$ cat config.mk
export PLATFORM = sky130hd
export DESIGN_NAME = alu_datapath
export DESIGN_NICKNAME = d
export VERILOG_FILES = /design/src/alu_pkg.sv /design/src/alu.sv /design/src/alu_datapath.sv /design/src/cl_adder.sv /design/src/datapath_regs.sv /design/src/mux.sv
export SDC_FILE = /design/constraint.sdc
export NUM_CORES = 1
export LEC_CHECK = 0
export ABC_AREA = 1
export ABC_CLOCK_PERIOD_IN_PS = 7770
export BUFFER_PORTS_ARGS = -buffer_cell sky130_fd_sc_hd__buf_2
export CAP_MARGIN = 10
export CELL_PAD_IN_SITES_DETAIL_PLACEMENT = 0
export CELL_PAD_IN_SITES_GLOBAL_PLACEMENT = 1
export CORE_MARGIN = 2
export CORE_UTILIZATION = 40
export CTS_CLUSTER_DIAMETER = 30
export DETAILED_ROUTE_END_ITERATION = 8
export MAX_ROUTING_LAYER = met4
export PLACE_DENSITY = 0.83
export SLEW_MARGIN = 20
export SYNTH_ARGS = -nofsm -noshare
export SYNTH_HDL_FRONTEND = slang
export SYNTH_SLANG_ARGS = --single-unit
$ cat constraint.sdc
create_clock -name clk_i -period 7.77 [get_ports clk_i]
set_input_delay 1.1655 -clock clk_i [delete_from_list [all_inputs] [get_ports clk_i]]
set_output_delay 1.1655 -clock clk_i [all_outputs]
set_load 0.02 [all_outputs]
$ cat src/alu_pkg.sv
//--------------------------------------------------------------------
// shared definitions for the execute-stage datapath
// operation encoding, status flag layout, register address width
//--------------------------------------------------------------------

package alu_pkg;

  //------------------------------------------------------------------
  // register file addressing
  //------------------------------------------------------------------

  // four architectural registers r0..r3
  localparam int REG_ADDR_W = 2;

  //------------------------------------------------------------------
  // operation codes
  //------------------------------------------------------------------

  // order matches the selector input order in the alu
  typedef enum logic [2:0] {
    OP_ADD  = 3'd0,  // a + b
    OP_SUB  = 3'd1,  // a - b
    OP_AND  = 3'd2,  // bitwise and
    OP_OR   = 3'd3,  // bitwise or
    OP_XOR  = 3'd4,  // bitwise xor
    OP_INC  = 3'd5,  // a + 1
    OP_MOVA = 3'd6,  // pass a
    OP_MOVB = 3'd7   // pass b (register or immediate)
  } alu_op_e;

  //------------------------------------------------------------------
  // status flags
  //------------------------------------------------------------------

  // bit 2 overflow, bit 1 negative, bit 0 zero
  typedef struct packed {
    logic overflow;  // signed overflow of add, sub, inc
    logic negative;  // msb of the result
    logic zero;      // result is all zeros
  } alu_flags_t;

endpackage

$ cat src/alu.sv
//--------------------------------------------------------------------
// combinational alu, eight operations on signed operands
// one shared adder for add, sub and inc, output selector, flags
//--------------------------------------------------------------------

module alu #(
  parameter int BW = 8
) (
  input  logic signed [BW-1:0] in_a_i,
  input  logic signed [BW-1:0] in_b_i,
  input  alu_pkg::alu_op_e     opcode_i,
  output logic signed [BW-1:0] result_o,
  output alu_pkg::alu_flags_t  flags_o
);

  import alu_pkg::*;

  //------------------------------------------------------------------
  // operand conditioning for the shared adder
  //------------------------------------------------------------------

  // second adder operand and carry-in
  logic [BW-1:0] adder_b;
  logic          adder_cin;

  // one of add, sub, inc
  logic          is_arith;

  always_comb begin
    unique case (opcode_i)
      // a - b as a + ~b + 1
      OP_SUB: begin
        adder_b   = ~in_b_i;
        adder_cin = 1'b1;
      end
      // a + 0 + 1
      OP_INC: begin
        adder_b   = '0;
        adder_cin = 1'b1;
      end
      // add, and don't care for the rest
      default: begin
        adder_b   = in_b_i;
        adder_cin = 1'b0;
      end
    endcase
  end

  assign is_arith = opcode_i inside {OP_ADD, OP_SUB, OP_INC};

  //------------------------------------------------------------------
  // candidate results
  //------------------------------------------------------------------

  logic [BW-1:0] out_arith;
  logic          arith_cout;
  logic [BW-1:0] out_and;
  logic [BW-1:0] out_or;
  logic [BW-1:0] out_xor;
  logic [BW-1:0] out_mova;
  logic [BW-1:0] out_movb;

  // carry-out feeds only the overflow cross-check below
  cl_adder #(
    .Width(BW)
  ) cl_adder_inst (
    .a_i  (in_a_i),
    .b_i  (adder_b),
    .c_i  (adder_cin),
    .sum_o(out_arith),
    .c_o  (arith_cout)
  );

  assign out_and  = in_a_i & in_b_i;
  assign out_or   = in_a_i | in_b_i;
  assign out_xor  = in_a_i ^ in_b_i;
  assign out_mova = in_a_i;
  assign out_movb = in_b_i;

  // concatenation order follows the opcode values, add first
  mux #(
    .BitWidth(BW),
    .N       (8)
  ) result_mux (
    .d_i  ({out_arith, out_arith, out_and, out_or,
            out_xor, out_arith, out_mova, out_movb}),
    .sel_i(opcode_i),
    .d_o  (result_o)
  );

  //------------------------------------------------------------------
  // flags
  //------------------------------------------------------------------

  // signed overflow, operands of equal sign and a sum of the other sign
  assign flags_o.overflow = is_arith
                          & (in_a_i[BW-1] == adder_b[BW-1])
                          & (out_arith[BW-1] != in_a_i[BW-1]);
  assign flags_o.negative = result_o[BW-1];
  assign flags_o.zero     = (result_o == '0);

  //------------------------------------------------------------------
  // checks
  //------------------------------------------------------------------

  // candidate the opcode names, taken without the selector
  logic [BW-1:0] picked;
  // carry into the msb, recovered from the sum bit
  logic          msb_cin;

  always_comb begin
    case (opcode_i)
      OP_AND:  picked = out_and;
      OP_OR:   picked = out_or;
      OP_XOR:  picked = out_xor;
      OP_MOVA: picked = out_mova;
      OP_MOVB: picked = out_movb;
      default: picked = out_arith;
    endcase
  end

  assign msb_cin = out_arith[BW-1] ^ in_a_i[BW-1] ^ adder_b[BW-1];

  // selector order and zero flag against the opcode's own candidate
  always_comb begin
    assert final ((result_o == picked) && (flags_o.zero == (picked == '0)))
      else $error("alu: result or zero flag disagrees with the opcode");
  end

  // overflow as carry into msb xor carry out, clear for logic and moves
  always_comb begin
    assert final (flags_o.overflow == (is_arith && (msb_cin ^ arith_cout)))
      else $error("alu: overflow flag disagrees with the adder carries");
  end

endmodule

$ cat src/alu_datapath.sv
//--------------------------------------------------------------------
// execute stage top, register block feeding the alu
// operand b from register or immediate, one-cycle writeback
//--------------------------------------------------------------------

module alu_datapath #(
  parameter int BW = 8
) (
  input  logic                            clk_i,
  input  logic                            rst_i,
  input  logic                            instr_valid_i,
  input  alu_pkg::alu_op_e                op_i,
  input  logic [alu_pkg::REG_ADDR_W-1:0]  rs_a_i,
  input  logic [alu_pkg::REG_ADDR_W-1:0]  rs_b_i,
  input  logic [alu_pkg::REG_ADDR_W-1:0]  rd_i,
  input  logic                            use_imm_i,
  input  logic [BW-1:0]                   imm_i,
  input  logic [alu_pkg::REG_ADDR_W-1:0]  dbg_addr_i,
  output logic [BW-1:0]                   result_o,
  output alu_pkg::alu_flags_t             flags_o,
  output logic [BW-1:0]                   dbg_data_o
);

  import alu_pkg::*;

  // register reads
  logic [BW-1:0] rd_a;
  logic [BW-1:0] rd_b;

  // operand b after immediate selection
  logic [BW-1:0] op_b;

  // alu outputs on their way to writeback
  logic [BW-1:0] alu_result;
  alu_flags_t    alu_flags;

  assign op_b = use_imm_i ? imm_i : rd_b;

  datapath_regs #(
    .BW(BW)
  ) datapath_regs_inst (
    .clk_i      (clk_i),
    .rst_i      (rst_i),
    .we_i       (instr_valid_i),
    .wr_addr_i  (rd_i),
    .rd_a_addr_i(rs_a_i),
    .rd_b_addr_i(rs_b_i),
    .dbg_addr_i (dbg_addr_i),
    .wr_data_i  (alu_result),
    .wr_flags_i (alu_flags),
    .rd_a_o     (rd_a),
    .rd_b_o     (rd_b),
    .dbg_data_o (dbg_data_o),
    .result_o   (result_o),
    .flags_o    (flags_o)
  );

  // purely combinational, result lands in the registers next edge
  alu #(
    .BW(BW)
  ) alu_inst (
    .in_a_i  (rd_a),
    .in_b_i  (op_b),
    .opcode_i(op_i),
    .result_o(alu_result),
    .flags_o (alu_flags)
  );

endmodule

$ cat src/cl_adder.sv
//--------------------------------------------------------------------
// carry-lookahead adder, parameterized width
// per-bit generate/propagate, lookahead carries, sum and carry-out
//--------------------------------------------------------------------

module cl_adder #(
  parameter int Width = 8
) (
  input  logic [Width-1:0] a_i,
  input  logic [Width-1:0] b_i,
  input  logic             c_i,
  output logic [Width-1:0] sum_o,
  output logic             c_o
);

  // per-bit generate and propagate
  logic [Width-1:0] gen;
  logic [Width-1:0] prop;

  // carry into each bit, carry[Width] is the carry-out
  logic [Width:0] carry;

  // carry into bit idx, flattened sum of products
  // g[j] survives when every propagate above it up to idx-1 is set
  function automatic logic carry_into(
    input logic [Width-1:0] g,
    input logic [Width-1:0] p,
    input logic             cin,
    input int               idx
  );
    logic c;
    logic run_p;
    c = 1'b0;
    run_p = 1'b1;
    // walk down from the bit just below idx
    for (int j = Width - 1; j >= 0; j--) begin
      if (j < idx) begin
        c = c | (run_p & g[j]);
        run_p = run_p & p[j];
      end
    end
    // carry-in only reaches idx through every propagate below it
    c = c | (run_p & cin);
    return c;
  endfunction

  assign gen  = a_i & b_i;
  assign prop = a_i ^ b_i;

  // every carry formed straight from c_i, no ripple
  for (genvar i = 0; i <= Width; i++) begin : gen_carry
    assign carry[i] = carry_into(gen, prop, c_i, i);
  end

  // xor propagate doubles as the half-sum
  assign sum_o = prop ^ carry[Width-1:0];
  assign c_o   = carry[Width];

endmodule

$ cat src/datapath_regs.sv
//--------------------------------------------------------------------
// register block beside the alu
// four-entry register file, two read ports, one write port,
// result and status flag registers, debug read port
//--------------------------------------------------------------------

module datapath_regs #(
  parameter int BW = 8
) (
  input  logic                            clk_i,
  input  logic                            rst_i,
  input  logic                            we_i,
  input  logic [alu_pkg::REG_ADDR_W-1:0]  wr_addr_i,
  input  logic [alu_pkg::REG_ADDR_W-1:0]  rd_a_addr_i,
  input  logic [alu_pkg::REG_ADDR_W-1:0]  rd_b_addr_i,
  input  logic [alu_pkg::REG_ADDR_W-1:0]  dbg_addr_i,
  input  logic [BW-1:0]                   wr_data_i,
  input  alu_pkg::alu_flags_t             wr_flags_i,
  output logic [BW-1:0]                   rd_a_o,
  output logic [BW-1:0]                   rd_b_o,
  output logic [BW-1:0]                   dbg_data_o,
  output logic [BW-1:0]                   result_o,
  output alu_pkg::alu_flags_t             flags_o
);

  import alu_pkg::*;

  localparam int NUM_REGS = 2 ** REG_ADDR_W;

  //------------------------------------------------------------------
  // storage
  //------------------------------------------------------------------

  logic [BW-1:0] rf_q [NUM_REGS];
  logic [BW-1:0] result_q;
  alu_flags_t    flags_q;

  // everything loads together on an issued instruction
  always_ff @(posedge clk_i) begin
    if (rst_i) begin
      for (int r = 0; r < NUM_REGS; r++) begin
        rf_q[r] <= '0;
      end
      result_q <= '0;
      flags_q  <= '0;
    end else if (we_i) begin
      rf_q[wr_addr_i] <= wr_data_i;
      result_q        <= wr_data_i;
      flags_q         <= wr_flags_i;
    end
  end

  //------------------------------------------------------------------
  // reads
  //------------------------------------------------------------------

  // combinational, so a dependent instruction sees last edge's write
  assign rd_a_o     = rf_q[rd_a_addr_i];
  assign rd_b_o     = rf_q[rd_b_addr_i];
  assign dbg_data_o = rf_q[dbg_addr_i];

  assign result_o = result_q;
  assign flags_o  = flags_q;

  //------------------------------------------------------------------
  // checks
  //------------------------------------------------------------------

  // the edge after reset leaves result and flags cleared
  assert property (@(posedge clk_i)
    $past(rst_i) |-> (result_o == '0) && (flags_o == '0))
    else $error("datapath_regs: result or flags not cleared by reset");

  // without a write they hold, so they stay zero until the first one
  assert property (@(posedge clk_i) disable iff (rst_i)
    (!$past(rst_i) && !$past(we_i)) |-> $stable(result_o) && $stable(flags_o))
    else $error("datapath_regs: result or flags changed without a write");

endmodule

$ cat src/mux.sv
//--------------------------------------------------------------------
// n-way selector of equal-width vectors by binary select
// input 0 sits in the most significant slice of d_i
//--------------------------------------------------------------------

module mux #(
  parameter int BitWidth = 8,
  parameter int N        = 8
) (
  input  logic [N*BitWidth-1:0]  d_i,
  input  logic [$clog2(N)-1:0]   sel_i,
  output logic [BitWidth-1:0]    d_o
);

  // unpacked view of the inputs, slices[0] is the top slice
  logic [BitWidth-1:0] slices [N];

  for (genvar k = 0; k < N; k++) begin : gen_slice
    assign slices[k] = d_i[(N-k)*BitWidth-1 -: BitWidth];
  end

  // select codes past N-1 give zero when N is not a power of two
  always_comb begin
    d_o = '0;
    if (32'(sel_i) < N) begin
      d_o = slices[sel_i];
    end
  end

  //------------------------------------------------------------------
  // checks
  //------------------------------------------------------------------

  // an unknown opcode upstream would pick an arbitrary slice
  always_comb begin
    assert final (!$isunknown(sel_i))
      else $error("mux: select is unknown");
  end

endmodule

-- Word level (Yosys, flattened, before mapping)
Memory sizes are Yosys's and may differ from the RTL's.
Index checks and enable logic that the tools add are counted.
- order comparisons: 1
- eq/ne operators: 4
- multiplexer cells: 14
- bitwise gates (word level): 87
- reductions and logical operators: 5
- operators with widths (kind ; count):
    bitwise AND 1 bit ; 51
    2-to-1 mux 8 bit ; 4
    OR 1 bit ; 28
    binary-select mux 8 bit (select 3 bit) ; 1
    bitwise XOR 8 bit ; 3
    one-hot mux 8 bit (2 select lines) ; 1
    bitwise AND 8 bit ; 1
    logical NOT 8 bit ; 1
    inverter 8 bit ; 1
    OR 8 bit ; 1
    OR reduction 8 bit ; 1
    bitwise AND 7 bit ; 1
    2-to-1 mux 1 bit ; 7
    >= comparator 4 bit, second input constant ; 1
    inverter 3 -> 4 bit ; 1
    == test 3 x 1 -> 1 bit, second input constant ; 1
    == test 3 bit, second input constant ; 1
    logical NOT 3 bit ; 1
    nonzero test 3 bit ; 1
    2-to-1 mux 2 bit ; 1
    OR reduction 2 bit ; 1
    == test 1 bit ; 1
    inequality test 1 bit ; 1
- bits in registers: 11
- bits in writable memories: 32
- input port bits: 23
- logic and storage cells: 116
- memories: 1
- memories (memory ; depth ; bits a word ; read ports ; clocked after memory_dff ; wr ports ; line ; RTL):
    datapath_regs_inst.rf_q ; 4 ; 8 ; 3 ; 0 ; 4 ; datapath_regs.sv:34 ; logic [BW-1:0] rf_q [NUM_REGS];

-- Depth between registers and ports, before layout
An unclocked memory read counts as a cell.
- depth after elaboration: 18
- mapped depth: 25
- depth with buffers taken out: 23

-- Cells and area by module
Synthesis repeated with hierarchy kept, for this count alone.
- cells, all modules: 732
- area, all modules: 4409.2 um^2
- by module, submodules not included (module ; times used ; cells each ; area an instance (um^2) ; sequential area each (um^2)):
    datapath_regs ; 1 ; 343 ; 2474.9 ; 1181.1
    mux ; 1 ; 214 ; 933.4 ; 0.0
    alu ; 1 ; 79 ; 479.2 ; 0.0
    cl_adder ; 1 ; 70 ; 416.6 ; 0.0
    alu_datapath ; 1 ; 26 ; 105.1 ; 0.0

-- Worst setup path before layout
OpenSTA, ideal clock, no wires.
- path type: in2reg
- start point: input port rs_b_i[0] (netlist name)
- end point: memory datapath_regs_inst.rf_q[1][7] (data pin)
- library setup time: 0.261 ns
- arrival: 3.160 ns
- setup slack: 4.349 ns
- stages on the path: 20
- path through: inv_1 -> buf_2 -> nand2_1 -> nand3_1 -> nand2_1 -> nand2_1 -> nand2_1 -> o21ai_0 -> ha_1 -> buf_2 -> a21oi_1 -> a21oi_1 -> nand2_1 -> nand3_2 -> inv_2 -> nand2_1 -> nand3_1 -> nand2_1 -> a21oi_2 -> nor2_1
- RTL lines (item ; line ; RTL):
    start: declaration ; alu_datapath.sv:14 ; input logic [alu_pkg::REG_ADDR_W-1:0] rs_b_i,
    end: declaration ; datapath_regs.sv:34 ;

==> metrics <==
Tmin final=between 4 and 5 ns; Port Buffers=41; setup_tns=0 ns; drt drc=0; TritonCTS Buffers=5; reg2reg end=datapath_regs_inst.flags_o[0]; post-synthesis sequential area ratio=0.304; Area Growth Syn to Fin=8.08%; post_cts resized=0; Cell Pwr Density=~150 nW/µm²; worst relative slew slack=0.527; mapped cell area=3820 µm²; global-route wire length before repair=18.0 mm; 1st-pass router iterations=5; worst hold start=datapath_regs_inst.result_o[0]; HP Class=reg2reg; CP Launch Type=primary input; post-synthesis cell count=592; core area=approximately 9200 µm²; deepest clock path buffer count=2; worst reg2reg path startpoint=datapath_regs_inst.rf_q[3][2]; Tcrit/Tclk final=0.517; unrepaired setup endpoints after global routing=no; I/O pin count=42; Starting Density=0.414; Detailed Place HPWL=8.89 mm; worst path cell trace=buf_2 > inv_2 > nor2_8 > inv_4 > nor2_8 > inv_2 > o21ai_0 > ha_1 > nand2_1 > o21a_1 > and2_1 > nand3_2 > inv_2 > nand2_1 > nand3_1 > nand2_1 > a21oi_2 > nor2_1; largest net degree at the start of global routing=24; Worst Hold End=datapath_regs_inst.result_o[0]; Routed WL per cell=14.8 µm; htree depth=2; Least-Margin Pin Slew=0.708 ns; critical-path maximum fanout=23; worst hold path cell count=2; Skew-Pair Late Insertion Delay=0.28 ns; syn avg cell area=6.46 µm²; maxcap violations=0; status=complete, no violations; Layout Nets=664; DRT iter0 DRCs=~280; hold buffer count at cts=0; crit path kind=in2reg; Fin. Hold Viols=0; Total Routed Length=11.1 mm; die height=102 µm; final setup fails=0; fmax=~250 MHz; Final Slew Violations=0; syn nets=between 600 and 700; CTS root buf=clkbuf_8; CP max stage delay=0.36 ns; Area after DPL=4050 µm²; Post-CTS Setup Repair Bufs=0; Die Wd=102 µm; VDD IR max=0.000123 V; via/cell ratio=5.14; vias in the first global route=3494; synthesized flop and latch total=42; Final GP Congestion=1.01; post-route antenna net violation count=0; num rows=35; clk_skew=0.00466 ns; flop2flop setup slack=about 4.8 ns; Ant. Diodes=0; CP Data Arrival Time=around 4.1 ns; via count=about 3800; Worst R2R Path Depth=20; Register Area=roughly 1200 µm²; Worst setup EP type=flip-flop; die area=around 10000 µm²; CTS clk-pin slew, worst paths=0.07 ns; share of layout cells above drive strength 1=0.119; standby leakage power=2.11 nW; Yosys cell types=34; worst hold margin=0.452 ns; initial antenna violation count=0; CTS sink cnt=42; Overall Global Routing Usage=0.227; TritonCTS clock tree=built; crit path max-delay cell type=buf_2; Synth warnings=0; grt ovf=0; post-route cell area=4130 µm²; fill count=988; CP Data Required Time=a little under 8 ns; Multi-input gate area=2230 µm²
## sequential cells by signal, indices dropped and copies added, names as in the netlist
| signal | count |
|---|---|
| datapath_regs_inst.rf_q | 32 |
| datapath_regs_inst.flags_o | 3 |
| datapath_regs_inst.result_o | 7 |
## layout by cell type (no fill, tap or decap), types with 6 or more instances in the layout
cell type,synthesis,final
dfxtp_1,10,10
nand3_1,53,53
inv_1,65,65
nand2_1,209,209
nor2_1,54,54
a21oi_1,37,37
inv_2,9,9
edfxtp_1,32,32
o211ai_1,6,6
ha_1,24,24
buf_2,10,41
o21ai_0,33,33
## cells by family after synthesis
family / count (synthesis) / share of synthesized area
AND/OR/NAND/NOR: 340 / 0.380
flip-flops: 42 / 0.304
AO/OA/AOI/OAI: 84 / 0.119
adder cells (fa/ha/maj): 25 / 0.0838
XOR/XNOR: 1 / 0.00229
buffers and inverters: 100 / 0.112
## synth_stat cells
library cell | instances | share of area
inv_4 | 1 | 0.0016
nand2_2 | 3 | 0.0049
fa_1 | 1 | 0.0052
o21a_1 | 2 | 0.0039
a22oi_1 | 3 | 0.0059
or2_1 | 1 | 0.0016
dfxtp_1 | 10 | 0.052
edfxtp_1 | 32 | 0.25
inv_1 | 65 | 0.064
or2_0 | 1 | 0.0016
nor3_1 | 2 | 0.0026
a21oi_1 | 37 | 0.048
a21oi_2 | 1 | 0.0023
ha_1 | 24 | 0.079
xor2_1 | 1 | 0.0023
nand3b_1 | 1 | 0.0020
nor2_1 | 54 | 0.053
or2_2 | 1 | 0.0016
nand3_1 | 53 | 0.069
and2_1 | 2 | 0.0033
clkbuf_1 | 8 | 0.0079
buf_6 | 3 | 0.0088
nand2_1 | 209 | 0.21
o211ai_1 | 6 | 0.012
buf_4 | 4 | 0.0079
o22ai_1 | 2 | 0.0033
buf_2 | 10 | 0.013
inv_2 | 9 | 0.0088
nand4_1 | 4 | 0.0065
nor2_8 | 2 | 0.010
nor3_2 | 1 | 0.0026
o21ai_0 | 33 | 0.043
nor2_2 | 1 | 0.0016
nand3_2 | 5 | 0.013
## cell type report
class                   instances  area share
repair buffers                 42      0.0515
inverters                      75      0.0687
well taps                     129      0.0391
multi-input cells             450       0.541
flip-flops and latches         42       0.281
clock inverters                 2     0.00242
clock buffers                   5      0.0167
## power breakdown
group	switching, mW	internal [mW]
sequential	0.0132	0.258
combinational	0.165	0.0761
clock	0.0676	0.0602
total	0.246	0.394
## per-stage QoR
stage / total power, mW / worst slack [ns] / util / cells
detailed placement: 0.514 / 3.51 / 0.439 / 738
floorplan: 0.448 / 4.35 / - / 592
global placement: 0.512 / 3.54 / 0.439 / 738
finish: 0.640 / 3.76 / 0.447 / 745
global route: 0.684 / 3.43 / 0.447 / 745
CTS: 0.641 / 3.80 / 0.447 / 745
## per-layer routing
metal	routed length [µm]	global-route usage
met5	0	-
met4	150	0.0374
met3	779	0.0228
met2	4690	0.341
met1	5430	0.336
## how the worst max path moves through the flow
| stage | from | to | slack, ns | cells past startpoint |
|---|---|---|---|---|
| detailed placement | op_i[0] | datapath_regs_inst.rf_q[2][7] | 3.51 | 18 |
| global route | op_i[0] | datapath_regs_inst.rf_q[0][7] | 3.43 | 17 |
| global placement | op_i[0] | datapath_regs_inst.rf_q[0][7] | 3.54 | 18 |
| finish | op_i[0] | datapath_regs_inst.rf_q[2][7] | 3.76 | 18 |
| floorplan | rs_b_i[0] | datapath_regs_inst.rf_q[1][7] | 4.35 | 20 |
| CTS | op_i[0] | datapath_regs_inst.rf_q[2][7] | 3.80 | 18 |
## critical path: cells and delay by family
family,cells,cell delay [ns]
AND/OR/NAND/NOR,9,1.08
buffers and inverters,5,0.86
AO/OA/AOI/OAI,3,0.59
adder cells (fa/ha/maj),1,0.33
Note: power is estimated with default switching activity, not from simulation.
